File: config.mk
export PLATFORM = sky130hd
export DESIGN_NAME = commit_top
export DESIGN_NICKNAME = d
export VERILOG_FILES = /design/src/hw/commit_pkg.sv /design/src/hw/commit_top.sv /design/src/hw/excp_csr.sv /design/src/hw/commit_ctrl.sv
export VERILOG_INCLUDE_DIRS = /design/src /design/src/hw
export SDC_FILE = /design/constraint.sdc
export NUM_CORES = 1
export LEC_CHECK = 0
export ABC_AREA = 1
export ABC_CLOCK_PERIOD_IN_PS = 10400
export BUFFER_PORTS_ARGS = -buffer_cell sky130_fd_sc_hd__buf_2
export CORE_MARGIN = 2
export CORE_UTILIZATION = 30
export DETAILED_ROUTE_END_ITERATION = 16
export GPL_TIMING_DRIVEN = 0
export SYNTH_ARGS = -nofsm -noshare
export SYNTH_HDL_FRONTEND = slang
export SYNTH_SLANG_ARGS = --single-unit
File: constraint.sdc
create_clock -name clk -period 10.4 [get_ports clk]
set_input_delay 2.08 -clock clk [delete_from_list [all_inputs] [get_ports clk]]
set_output_delay 2.08 -clock clk [all_outputs]
set_load 0.01 [all_outputs]
File: src/hw/commit_settings.svh
`ifndef COMMIT_SETTINGS_SVH
`define COMMIT_SETTINGS_SVH

`define ADDR_W 32
`define DATA_W 32
`define RF_AW 5
`define EXCP_W 16
`define STAGES 7
`define ESUB_W 9

// csr offsets on the AXI4-Lite port
`define CSR_EENTRY 32'h00
`define CSR_TLBRENTRY 32'h04
`define CSR_ERA 32'h08
`define CSR_ESTAT 32'h0C
`define CSR_BADV 32'h10

`define ESUB_ADEM 9'd1
// ESTAT fields: ecode at 21:16, esubcode at 30:22
`define ESTAT_ECODE_LSB 16
`define ESTAT_ESUB_LSB 22

`endif
File: src/hw/commit_pkg.sv
package commit_pkg;

    // class of the instruction leaving write-back
    typedef enum logic [2:0] {
        OP_NORMAL  = 3'd0,
        OP_ERTN    = 3'd1,
        OP_SYSCALL = 3'd2,
        OP_BREAK   = 3'd3,
        OP_IDLE    = 3'd4
    } op_e;

    // bit positions in the exception vector, lowest bit wins
    typedef enum logic [3:0] {
        EB_INT    = 4'd0,
        EB_ADEF   = 4'd1,
        EB_TLBR_F = 4'd2,
        EB_PIF    = 4'd3,
        EB_PPI_F  = 4'd4,
        EB_SYS    = 4'd5,
        EB_BRK    = 4'd6,
        EB_INE    = 4'd7,
        EB_IPE    = 4'd8,
        EB_ALE    = 4'd9,
        EB_ADEM   = 4'd10,
        EB_TLBR_M = 4'd11,
        EB_PME    = 4'd12,
        EB_PPI_M  = 4'd13,
        EB_PIS    = 4'd14,
        EB_PIL    = 4'd15
    } excp_bit_e;

    // architectural ecode values as seen in ESTAT
    typedef enum logic [5:0] {
        EC_INT  = 6'h00,
        EC_PIL  = 6'h01,
        EC_PIS  = 6'h02,
        EC_PIF  = 6'h03,
        EC_PME  = 6'h04,
        EC_PPI  = 6'h07,
        EC_ADE  = 6'h08,
        EC_ALE  = 6'h09,
        EC_SYS  = 6'h0B,
        EC_BRK  = 6'h0C,
        EC_INE  = 6'h0D,
        EC_IPE  = 6'h0E,
        EC_TLBR = 6'h3F
    } ecode_e;

endpackage

File: src/hw/commit_top.sv
`timescale 1ns/1ns
`include "commit_settings.svh"

module commit_top (
    input  logic                   clk,
    input  logic                   rst,
    input  logic                   s0_valid_i,
    input  commit_pkg::op_e        s0_op_i,
    input  logic [`ADDR_W-1:0]     s0_pc_i,
    input  logic [`EXCP_W-1:0]     s0_excp_i,
    input  logic [`ADDR_W-1:0]     s0_mem_addr_i,
    input  logic                   s0_wb_we_i,
    input  logic [`RF_AW-1:0]      s0_wb_addr_i,
    input  logic [`DATA_W-1:0]     s0_wb_data_i,
    input  logic                   s1_valid_i,
    input  commit_pkg::op_e        s1_op_i,
    input  logic [`ADDR_W-1:0]     s1_pc_i,
    input  logic [`EXCP_W-1:0]     s1_excp_i,
    input  logic [`ADDR_W-1:0]     s1_mem_addr_i,
    input  logic                   s1_wb_we_i,
    input  logic [`RF_AW-1:0]      s1_wb_addr_i,
    input  logic [`DATA_W-1:0]     s1_wb_data_i,
    input  logic [1:0]             ex_ready_i,
    input  logic [1:0]             mem1_ready_i,
    input  logic [1:0]             mem2_ready_i,
    output logic                   rf0_we_o,
    output logic [`RF_AW-1:0]      rf0_addr_o,
    output logic [`DATA_W-1:0]     rf0_data_o,
    output logic                   rf1_we_o,
    output logic [`RF_AW-1:0]      rf1_addr_o,
    output logic [`DATA_W-1:0]     rf1_data_o,
    output logic [1:0]             commit_mask_o,
    output logic                   redirect_valid_o,
    output logic [`ADDR_W-1:0]     redirect_pc_o,
    output logic [`STAGES-1:0]     flush_o,
    output logic [`STAGES-1:0]     advance_o,
    output logic [`STAGES-1:0]     clear_o,
    input  logic [`ADDR_W-1:0]     s_axil_awaddr_i,
    input  logic                   s_axil_awvalid_i,
    output logic                   s_axil_awready_o,
    input  logic [`DATA_W-1:0]     s_axil_wdata_i,
    input  logic [`DATA_W/8-1:0]   s_axil_wstrb_i,
    input  logic                   s_axil_wvalid_i,
    output logic                   s_axil_wready_o,
    output logic [1:0]             s_axil_bresp_o,
    output logic                   s_axil_bvalid_o,
    input  logic                   s_axil_bready_i,
    input  logic [`ADDR_W-1:0]     s_axil_araddr_i,
    input  logic                   s_axil_arvalid_i,
    output logic                   s_axil_arready_o,
    output logic [`DATA_W-1:0]     s_axil_rdata_o,
    output logic [1:0]             s_axil_rresp_o,
    output logic                   s_axil_rvalid_o,
    input  logic                   s_axil_rready_i
);
    import commit_pkg::*;

    // links between commit control and the CSR block
    logic [`ADDR_W-1:0] eentry;
    logic [`ADDR_W-1:0] tlbrentry;
    logic [`ADDR_W-1:0] era;
    logic               excp_take;
    ecode_e             excp_ecode;
    logic [`ESUB_W-1:0] excp_esubcode;
    logic [`ADDR_W-1:0] excp_era;
    logic               excp_badv_we;
    logic [`ADDR_W-1:0] excp_badv;
    logic               ertn_take;

    commit_ctrl u_ctrl (
        .*,
        .eentry_i        (eentry),
        .tlbrentry_i     (tlbrentry),
        .era_i           (era),
        .excp_take_o     (excp_take),
        .excp_ecode_o    (excp_ecode),
        .excp_esubcode_o (excp_esubcode),
        .excp_era_o      (excp_era),
        .excp_badv_we_o  (excp_badv_we),
        .excp_badv_o     (excp_badv),
        .ertn_take_o     (ertn_take)
    );

    excp_csr u_csr (
        .*,
        .excp_take_i     (excp_take),
        .excp_ecode_i    (excp_ecode),
        .excp_esubcode_i (excp_esubcode),
        .excp_era_i      (excp_era),
        .excp_badv_we_i  (excp_badv_we),
        .excp_badv_i     (excp_badv),
        .ertn_take_i     (ertn_take),
        .eentry_o        (eentry),
        .tlbrentry_o     (tlbrentry),
        .era_o           (era)
    );

endmodule

File: src/hw/excp_csr.sv
`timescale 1ns/1ns
`include "commit_settings.svh"

module excp_csr (
    input  logic                   clk,
    input  logic                   rst,
    input  logic                   excp_take_i,
    input  commit_pkg::ecode_e     excp_ecode_i,
    input  logic [`ESUB_W-1:0]     excp_esubcode_i,
    input  logic [`ADDR_W-1:0]     excp_era_i,
    input  logic                   excp_badv_we_i,
    input  logic [`ADDR_W-1:0]     excp_badv_i,
    input  logic                   ertn_take_i,
    output logic [`ADDR_W-1:0]     eentry_o,
    output logic [`ADDR_W-1:0]     tlbrentry_o,
    output logic [`ADDR_W-1:0]     era_o,
    input  logic [`ADDR_W-1:0]     s_axil_awaddr_i,
    input  logic                   s_axil_awvalid_i,
    output logic                   s_axil_awready_o,
    input  logic [`DATA_W-1:0]     s_axil_wdata_i,
    input  logic [`DATA_W/8-1:0]   s_axil_wstrb_i,
    input  logic                   s_axil_wvalid_i,
    output logic                   s_axil_wready_o,
    output logic [1:0]             s_axil_bresp_o,
    output logic                   s_axil_bvalid_o,
    input  logic                   s_axil_bready_i,
    input  logic [`ADDR_W-1:0]     s_axil_araddr_i,
    input  logic                   s_axil_arvalid_i,
    output logic                   s_axil_arready_o,
    output logic [`DATA_W-1:0]     s_axil_rdata_o,
    output logic [1:0]             s_axil_rresp_o,
    output logic                   s_axil_rvalid_o,
    input  logic                   s_axil_rready_i
);
    import commit_pkg::*;

    logic [`ADDR_W-1:0]   eentry;
    logic [`ADDR_W-1:0]   tlbrentry;
    logic [`ADDR_W-1:0]   era;
    logic [`ADDR_W-1:0]   badv;
    ecode_e               estat_ecode;
    logic [`ESUB_W-1:0]   estat_esub;
    logic [`DATA_W-1:0]   estat;
    logic                 aw_got;
    logic                 w_got;
    logic [`ADDR_W-1:0]   aw_addr_q;
    logic [`DATA_W-1:0]   w_data_q;
    logic [`DATA_W/8-1:0] w_strb_q;
    logic                 aw_fire;
    logic                 w_fire;
    logic                 ar_fire;
    logic                 wr_go;
    logic [`ADDR_W-1:0]   wr_addr;
    logic [`DATA_W-1:0]   wr_data;
    logic [`DATA_W/8-1:0] wr_strb;

    function automatic logic [`DATA_W-1:0] merge_bytes(input logic [`DATA_W-1:0] old,
                                                       input logic [`DATA_W-1:0] data,
                                                       input logic [`DATA_W/8-1:0] strb);
        logic [`DATA_W-1:0] res;
        res = old;
        for (int b = 0; b < `DATA_W / 8; b++) begin
            if (strb[b]) begin
                res[8*b +: 8] = data[8*b +: 8];
            end
        end
        return res;
    endfunction

    // address and data channels accepted independently
    assign s_axil_awready_o = ~aw_got & ~s_axil_bvalid_o;
    assign s_axil_wready_o  = ~w_got & ~s_axil_bvalid_o;
    assign aw_fire = s_axil_awvalid_i & s_axil_awready_o;
    assign w_fire  = s_axil_wvalid_i & s_axil_wready_o;
    assign wr_go   = (aw_got | aw_fire) & (w_got | w_fire);
    assign wr_addr = aw_got ? aw_addr_q : s_axil_awaddr_i;
    assign wr_data = w_got ? w_data_q : s_axil_wdata_i;
    assign wr_strb = w_got ? w_strb_q : s_axil_wstrb_i;

    always_ff @(posedge clk) begin
        if (rst) begin
            aw_got          <= 1'b0;
            w_got           <= 1'b0;
            s_axil_bvalid_o <= 1'b0;
        end else if (wr_go) begin
            aw_got          <= 1'b0;
            w_got           <= 1'b0;
            s_axil_bvalid_o <= 1'b1;
        end else begin
            if (aw_fire) begin
                aw_got <= 1'b1;
            end
            if (w_fire) begin
                w_got <= 1'b1;
            end
            if (s_axil_bready_i) begin
                s_axil_bvalid_o <= 1'b0;
            end
        end
    end

    always_ff @(posedge clk) begin
        if (aw_fire) begin
            aw_addr_q <= s_axil_awaddr_i;
        end
        if (w_fire) begin
            w_data_q <= s_axil_wdata_i;
            w_strb_q <= s_axil_wstrb_i;
        end
    end

    // hardware update comes last so it beats a software ERA write
    always_ff @(posedge clk) begin
        if (rst) begin
            eentry      <= '0;
            tlbrentry   <= '0;
            era         <= '0;
            badv        <= '0;
            estat_ecode <= EC_INT;
            estat_esub  <= '0;
        end else begin
            if (wr_go) begin
                case (wr_addr)
                    `CSR_EENTRY:    eentry <= merge_bytes(eentry, wr_data, wr_strb);
                    `CSR_TLBRENTRY: tlbrentry <= merge_bytes(tlbrentry, wr_data, wr_strb);
                    `CSR_ERA:       era <= merge_bytes(era, wr_data, wr_strb);
                    default:        ;
                endcase
            end
            if (excp_take_i) begin
                era         <= excp_era_i;
                estat_ecode <= excp_ecode_i;
                estat_esub  <= excp_esubcode_i;
                if (excp_badv_we_i) begin
                    badv <= excp_badv_i;
                end
            end else if (ertn_take_i) begin
                // handler done, drop the cause
                estat_ecode <= EC_INT;
                estat_esub  <= '0;
            end
        end
    end

    assign estat = (`DATA_W'(estat_esub) << `ESTAT_ESUB_LSB) |
                   (`DATA_W'(estat_ecode) << `ESTAT_ECODE_LSB);

    assign s_axil_arready_o = ~s_axil_rvalid_o;
    assign ar_fire = s_axil_arvalid_i & s_axil_arready_o;

    always_ff @(posedge clk) begin
        if (rst) begin
            s_axil_rvalid_o <= 1'b0;
        end else if (ar_fire) begin
            s_axil_rvalid_o <= 1'b1;
        end else if (s_axil_rready_i) begin
            s_axil_rvalid_o <= 1'b0;
        end
    end

    always_ff @(posedge clk) begin
        if (ar_fire) begin
            case (s_axil_araddr_i)
                `CSR_EENTRY:    s_axil_rdata_o <= eentry;
                `CSR_TLBRENTRY: s_axil_rdata_o <= tlbrentry;
                `CSR_ERA:       s_axil_rdata_o <= era;
                `CSR_ESTAT:     s_axil_rdata_o <= estat;
                `CSR_BADV:      s_axil_rdata_o <= badv;
                default:        s_axil_rdata_o <= '0;
            endcase
        end
    end

    assign s_axil_bresp_o = 2'b00;
    assign s_axil_rresp_o = 2'b00;
    assign eentry_o       = eentry;
    assign tlbrentry_o    = tlbrentry;
    assign era_o          = era;

endmodule

File: src/hw/commit_ctrl.sv
`timescale 1ns/1ns
`include "commit_settings.svh"

module commit_ctrl (
    input  logic                        clk,
    input  logic                        rst,
    input  logic                        s0_valid_i,
    input  commit_pkg::op_e             s0_op_i,
    input  logic [`ADDR_W-1:0]          s0_pc_i,
    input  logic [`EXCP_W-1:0]          s0_excp_i,
    input  logic [`ADDR_W-1:0]          s0_mem_addr_i,
    input  logic                        s0_wb_we_i,
    input  logic [`RF_AW-1:0]           s0_wb_addr_i,
    input  logic [`DATA_W-1:0]          s0_wb_data_i,
    input  logic                        s1_valid_i,
    input  commit_pkg::op_e             s1_op_i,
    input  logic [`ADDR_W-1:0]          s1_pc_i,
    input  logic [`EXCP_W-1:0]          s1_excp_i,
    input  logic [`ADDR_W-1:0]          s1_mem_addr_i,
    input  logic                        s1_wb_we_i,
    input  logic [`RF_AW-1:0]           s1_wb_addr_i,
    input  logic [`DATA_W-1:0]          s1_wb_data_i,
    input  logic [1:0]                  ex_ready_i,
    input  logic [1:0]                  mem1_ready_i,
    input  logic [1:0]                  mem2_ready_i,
    input  logic [`ADDR_W-1:0]          eentry_i,
    input  logic [`ADDR_W-1:0]          tlbrentry_i,
    input  logic [`ADDR_W-1:0]          era_i,
    output logic                        rf0_we_o,
    output logic [`RF_AW-1:0]           rf0_addr_o,
    output logic [`DATA_W-1:0]          rf0_data_o,
    output logic                        rf1_we_o,
    output logic [`RF_AW-1:0]           rf1_addr_o,
    output logic [`DATA_W-1:0]          rf1_data_o,
    output logic [1:0]                  commit_mask_o,
    output logic                        redirect_valid_o,
    output logic [`ADDR_W-1:0]          redirect_pc_o,
    output logic [`STAGES-1:0]          flush_o,
    output logic [`STAGES-1:0]          advance_o,
    output logic [`STAGES-1:0]          clear_o,
    output logic                        excp_take_o,
    output commit_pkg::ecode_e          excp_ecode_o,
    output logic [`ESUB_W-1:0]          excp_esubcode_o,
    output logic [`ADDR_W-1:0]          excp_era_o,
    output logic                        excp_badv_we_o,
    output logic [`ADDR_W-1:0]          excp_badv_o,
    output logic                        ertn_take_o
);
    import commit_pkg::*;

    logic                s0_excp;
    logic                s1_excp;
    logic                any_excp;
    logic                s0_commit;
    logic                s1_commit;
    logic [`EXCP_W-1:0]  win_vec;
    logic [`ADDR_W-1:0]  win_pc;
    logic [`ADDR_W-1:0]  win_mem_addr;
    excp_bit_e           cause;
    logic                fetch_cause;
    logic                mem_cause;
    logic                tlbr_cause;
    logic                ertn_seen;
    logic                idle_commit;
    logic                in_idle;
    logic                adv_front;
    logic                adv_mem1;
    logic                adv_mem2;

    // an exception only counts on a valid slot
    assign s0_excp  = s0_valid_i & (|s0_excp_i);
    assign s1_excp  = s1_valid_i & (|s1_excp_i);
    assign any_excp = s0_excp | s1_excp;

    // slot 1 is squashed behind any special op in slot 0
    assign s0_commit     = s0_valid_i & ~s0_excp;
    assign s1_commit     = s1_valid_i & ~any_excp & (s0_op_i == OP_NORMAL);
    assign commit_mask_o = {s1_commit, s0_commit};

    assign rf0_we_o   = s0_commit & s0_wb_we_i;
    assign rf0_addr_o = s0_wb_addr_i;
    assign rf0_data_o = s0_wb_data_i;
    assign rf1_we_o   = s1_commit & s1_wb_we_i;
    assign rf1_addr_o = s1_wb_addr_i;
    assign rf1_data_o = s1_wb_data_i;

    // older slot wins
    assign win_vec      = s0_excp ? s0_excp_i : s1_excp_i;
    assign win_pc       = s0_excp ? s0_pc_i : s1_pc_i;
    assign win_mem_addr = s0_excp ? s0_mem_addr_i : s1_mem_addr_i;

    // lowest set bit, so scan downwards
    always_comb begin
        cause = EB_INT;
        for (int i = `EXCP_W - 1; i >= 0; i--) begin
            if (win_vec[i]) begin
                cause = excp_bit_e'(i);
            end
        end
    end

    always_comb begin
        case (cause)
            EB_INT:                excp_ecode_o = EC_INT;
            EB_ADEF, EB_ADEM:      excp_ecode_o = EC_ADE;
            EB_TLBR_F, EB_TLBR_M:  excp_ecode_o = EC_TLBR;
            EB_PIF:                excp_ecode_o = EC_PIF;
            EB_PPI_F, EB_PPI_M:    excp_ecode_o = EC_PPI;
            EB_SYS:                excp_ecode_o = EC_SYS;
            EB_BRK:                excp_ecode_o = EC_BRK;
            EB_INE:                excp_ecode_o = EC_INE;
            EB_IPE:                excp_ecode_o = EC_IPE;
            EB_ALE:                excp_ecode_o = EC_ALE;
            EB_PME:                excp_ecode_o = EC_PME;
            EB_PIS:                excp_ecode_o = EC_PIS;
            default:               excp_ecode_o = EC_PIL;
        endcase
    end

    // fetch causes report the pc, memory causes the data address
    assign fetch_cause = (cause >= EB_ADEF) && (cause <= EB_PPI_F);
    assign mem_cause   = (cause >= EB_ALE);
    assign tlbr_cause  = (cause == EB_TLBR_F) || (cause == EB_TLBR_M);

    assign excp_take_o     = any_excp;
    assign excp_esubcode_o = (cause == EB_ADEM) ? `ESUB_ADEM : '0;
    assign excp_era_o      = in_idle ? win_pc + `ADDR_W'd4 : win_pc;
    assign excp_badv_we_o  = any_excp & (fetch_cause | mem_cause);
    assign excp_badv_o     = fetch_cause ? win_pc : win_mem_addr;

    assign ertn_seen   = (s0_valid_i & (s0_op_i == OP_ERTN)) |
                         (s1_valid_i & (s1_op_i == OP_ERTN));
    assign ertn_take_o = ertn_seen & ~any_excp;
    assign idle_commit = s0_commit & (s0_op_i == OP_IDLE);

    // idle until something traps
    always_ff @(posedge clk) begin
        if (rst) begin
            in_idle <= 1'b0;
        end else if (any_excp) begin
            in_idle <= 1'b0;
        end else if (idle_commit) begin
            in_idle <= 1'b1;
        end
    end

    assign redirect_valid_o = any_excp | ertn_seen | idle_commit;

    always_comb begin
        if (any_excp && tlbr_cause) begin
            redirect_pc_o = tlbrentry_i;
        end else if (any_excp) begin
            redirect_pc_o = eentry_i;
        end else if (ertn_seen) begin
            redirect_pc_o = era_i;
        end else if (idle_commit) begin
            redirect_pc_o = s0_pc_i;
        end else begin
            redirect_pc_o = '0;
        end
    end

    // stage bits {frontend, id, dispatch, ex, mem1, mem2, wb}
    assign adv_mem2  = &mem2_ready_i;
    assign adv_mem1  = adv_mem2 & (&mem1_ready_i);
    assign adv_front = adv_mem1 & (&ex_ready_i);

    assign advance_o = {{(`STAGES - 3){adv_front}}, adv_mem1, adv_mem2, 1'b1};
    assign flush_o   = {`STAGES{redirect_valid_o}};
    // bubble where the later stage moves on and this one holds
    assign clear_o   = {advance_o[`STAGES-2:0] & ~advance_o[`STAGES-1:1], 1'b0};

endmodule

==> results.md <==
* Maximum clock frequency at 0.135 GHz
* Worst setup EP type: output port
* GRT overflow at 0
* Placed Area at 18,100 um^2
* Hpwl dp at 53,000 um
* Fin. max-slew vios at 0
* Routed len/inst at 20.5 um
* Hold_buf cts at 0
* Clk Latency, worst-skew pair at 0.59 ns
* Final Hold Viols at 0
* Ports at 530
* Min-Delay Path Class: reg2reg
* Post-Synth XOR/XNOR Area at 0.824%
* Synth Instances at 1,942
* Compound-Gate Fraction of Synth Area at 23.0%
* Adder-Cell Fraction of Synth Area at 0.420%
* # rows at 81
* Port bufs at 446
* Critical Path RT at 8.32 ns
* Vias per inst at 4.93
* Most common cell after layout, fill and taps aside: buf_2
* Place WS at 3.06 ns
* Critical Path Max Stage Delay at 0.31 ns
* Leakage at 8.32 nW
* Clock net sink count at 239
* WP data arrival at 5.30 ns
* Final Skew at 0.0162 ns
* Area grow syn2layout at 27.7%
* Share of cells above drive strength 1 at 32.2%
* Fillers at 5,194
* Final worst slack at 3.02 ns
* Root buffer cell: clkbuf_16
* Register area share after synthesis at 38.9%
* Routed via count at 15,400
* Relative slew margins at 3.60%
* ANT nets after route at 0
* Cell repeated most along the worst path: nand2_1
* Area occupied by multi-input gates at 6770 um^2
* First-pass iteration count of the detailed router at 6
* Setup CP Type: in2out
* Cell area after synthesis at 14,900 um^2
* 1st-iter DRT viols at 1,270
* Max cap viols at 0
* Largest family of logic cells by synthesized area: compound AO/OA/AOI/OAI gates
* Distinct cell type count after synthesis at 62
* Setup TNS at 0 ns
* Crit-path slowest cell: o21ai_2
* Pwr dens at 138 nW/um^2
* Initial antenna violation count at 15
* Util after Layout at 38.8%
* Wirelength, routed at 64,200 um
* Largest net degree at the start of global routing at 34
* Final setup fails at 0
* Reg area at 5790 um^2
* CTS buffer count at 29
* Top cell type's share of synthesized area at 20.2%
* Synth Register Bits at 239
* PostCTS Resize Cnt at 0
* TritonCTS clock tree: built
* Chip height at 227 um
* Gpl congestion at 0.973
* Clock Tree Buf Depth at 3
* # H-tree levels at 1
* Area leader, netlist: edfxtp_1
* Status: finished clean
* Worst vdd ir at 0.135 mV
* CP max FO at 10
* # nets final at 2,794
* GRT Total Usage at 23.8%
* Worst Setup Start Kind: input pin
* Post-CTS setup buffer count at 0
* Yosys warnings at 0
* Tcrit/Tclk final at 71.0%
* Crit path time final at 7.38 ns
* Proportion of synthesized area in mux cells at 1.79%
* Synth async-reset ratio at 0%
* Post-synthesis average cell area at 7.66 um^2
* Die X at 227 um
* EDFF count, synth at 100
* Top FF cell, synth: dfxtp_1
* RSZ-0062 raised after global routing: no
* Design area at 19,000 um^2
* Core area at 49,000 um^2
* Slew @ Worst Pin at 1.44 ns
* Vias in the first global route at 14,400
* Most frequent cells in the layout: buf_2 (459), nand2_1 (347), inv_1 (254)
* CTS clk-pin slew, worst paths at 0.06 ns
* Drt drc at 0
* First-pass GRT wire length at 90,500 um
* Die area at 51,400 um^2
* Post-Synth Simple-Gate Area at 19.1%
* Initial Utilization at 30.4%
* Most area-consuming cells after synthesis: edfxtp_1 (20%), dfxtp_1 (19%), nand2_1 (8.8%)
-- per-layer routing --
metal | wire length [um] | track usage (%)
met1 | 26900 | 31.1
met2 | 30400 | 40.5
met3 | 5350 | 4.24
met4 | 1410 | 5.98
met5 | 66 | 0
-- cells by family (layout without fill, tap and decap cells) --
group	count (synthesis)	after routing
compound gates	529	529
mux	25	25
xor+xnor	14	14
fa+ha+maj	5	5
buf+inv	490	996
flops	239	239
simple gates	638	638
other cells	2	15
-- cell usage after synthesis (26+ instances only) --
library cell	count
edfxtp_1	100
a21oi_1	103
dfxtp_1	139
nor2_1	105
o21ai_2	26
nand2_1	347
o21ai_1	31
o211ai_2	30
inv_2	32
o21ai_0	189
buf_4	104
o22ai_1	33
inv_1	255
o211ai_1	40
nand3_1	82
clkbuf_1	65
-- path summary, 6_finish.rpt --
| kind | depth (start not counted) | endpoint | from | slack, ns |
|---|---|---|---|---|
| worst min register to register | 2 | u_csr.era_o[29] | u_csr.era_o[29] | 0.47 |
| worst max register to register | 11 | u_csr.era_o[0] | u_csr.aw_got | 7.04 |
| worst max-delay path | 31 | redirect_pc_o[13] | s0_excp_i[3] | 3.02 |
| worst min-delay path | 2 | u_csr.era_o[29] | u_csr.era_o[29] | 0.47 |
-- state kept, by name, indices dropped and copies added, names as in the netlist, 4 cells and up --
signal and count:
u_csr.w_data_q 32, u_csr.aw_addr_q 32, u_csr.estat_ecode 5, u_csr.w_strb_q 4, u_csr.era_o 32, u_csr.eentry_o 32, u_csr.tlbrentry_o 32, u_csr.s_axil_rdata_o 32
u_csr.badv 32
-- layout make-up --
cell class | count | area share [%]
clock buffers | 43 | 4.42
multi-input cells | 1220 | 35.6
flip-flops and latches | 239 | 30.4
diodes | 6 | 0.0790
well taps | 664 | 4.37
inverters | 289 | 5.71
repair buffers | 452 | 12.1
plain buffers | 201 | 6.78
clock inverters | 11 | 0.540
-- per-stage QoR --
| stage | hold WS [ns] | std cells | power [mW] |
|---|---|---|---|
| floorplan | 0.444 | 1949 | 1.40 |
| detailed placement | 0.462 | 3065 | 1.62 |
| global route | 0.484 | 3123 | 2.73 |
| CTS | 0.471 | 3119 | 2.64 |
| global placement | 0.452 | 3059 | 1.61 |
| finish | 0.471 | 3125 | 2.63 |
-- power by group --
part           switching [mW]  leakage [nW]  internal [mW]
Clock                   0.433         0.462          0.586
Combinational           0.333          5.75          0.194
Sequential             0.0336          2.11           1.05
-- worst max-delay path, delay by kind of cell --
kind | cells | cell delay [ns]
adders and majority gates | 1 | 0.23
buffers and inverters | 6 | 0.85
and+or+nand+nor | 21 | 1.53
AOI/OAI and AO/OA | 3 | 0.60
Power figures use the tool's default switching activity.
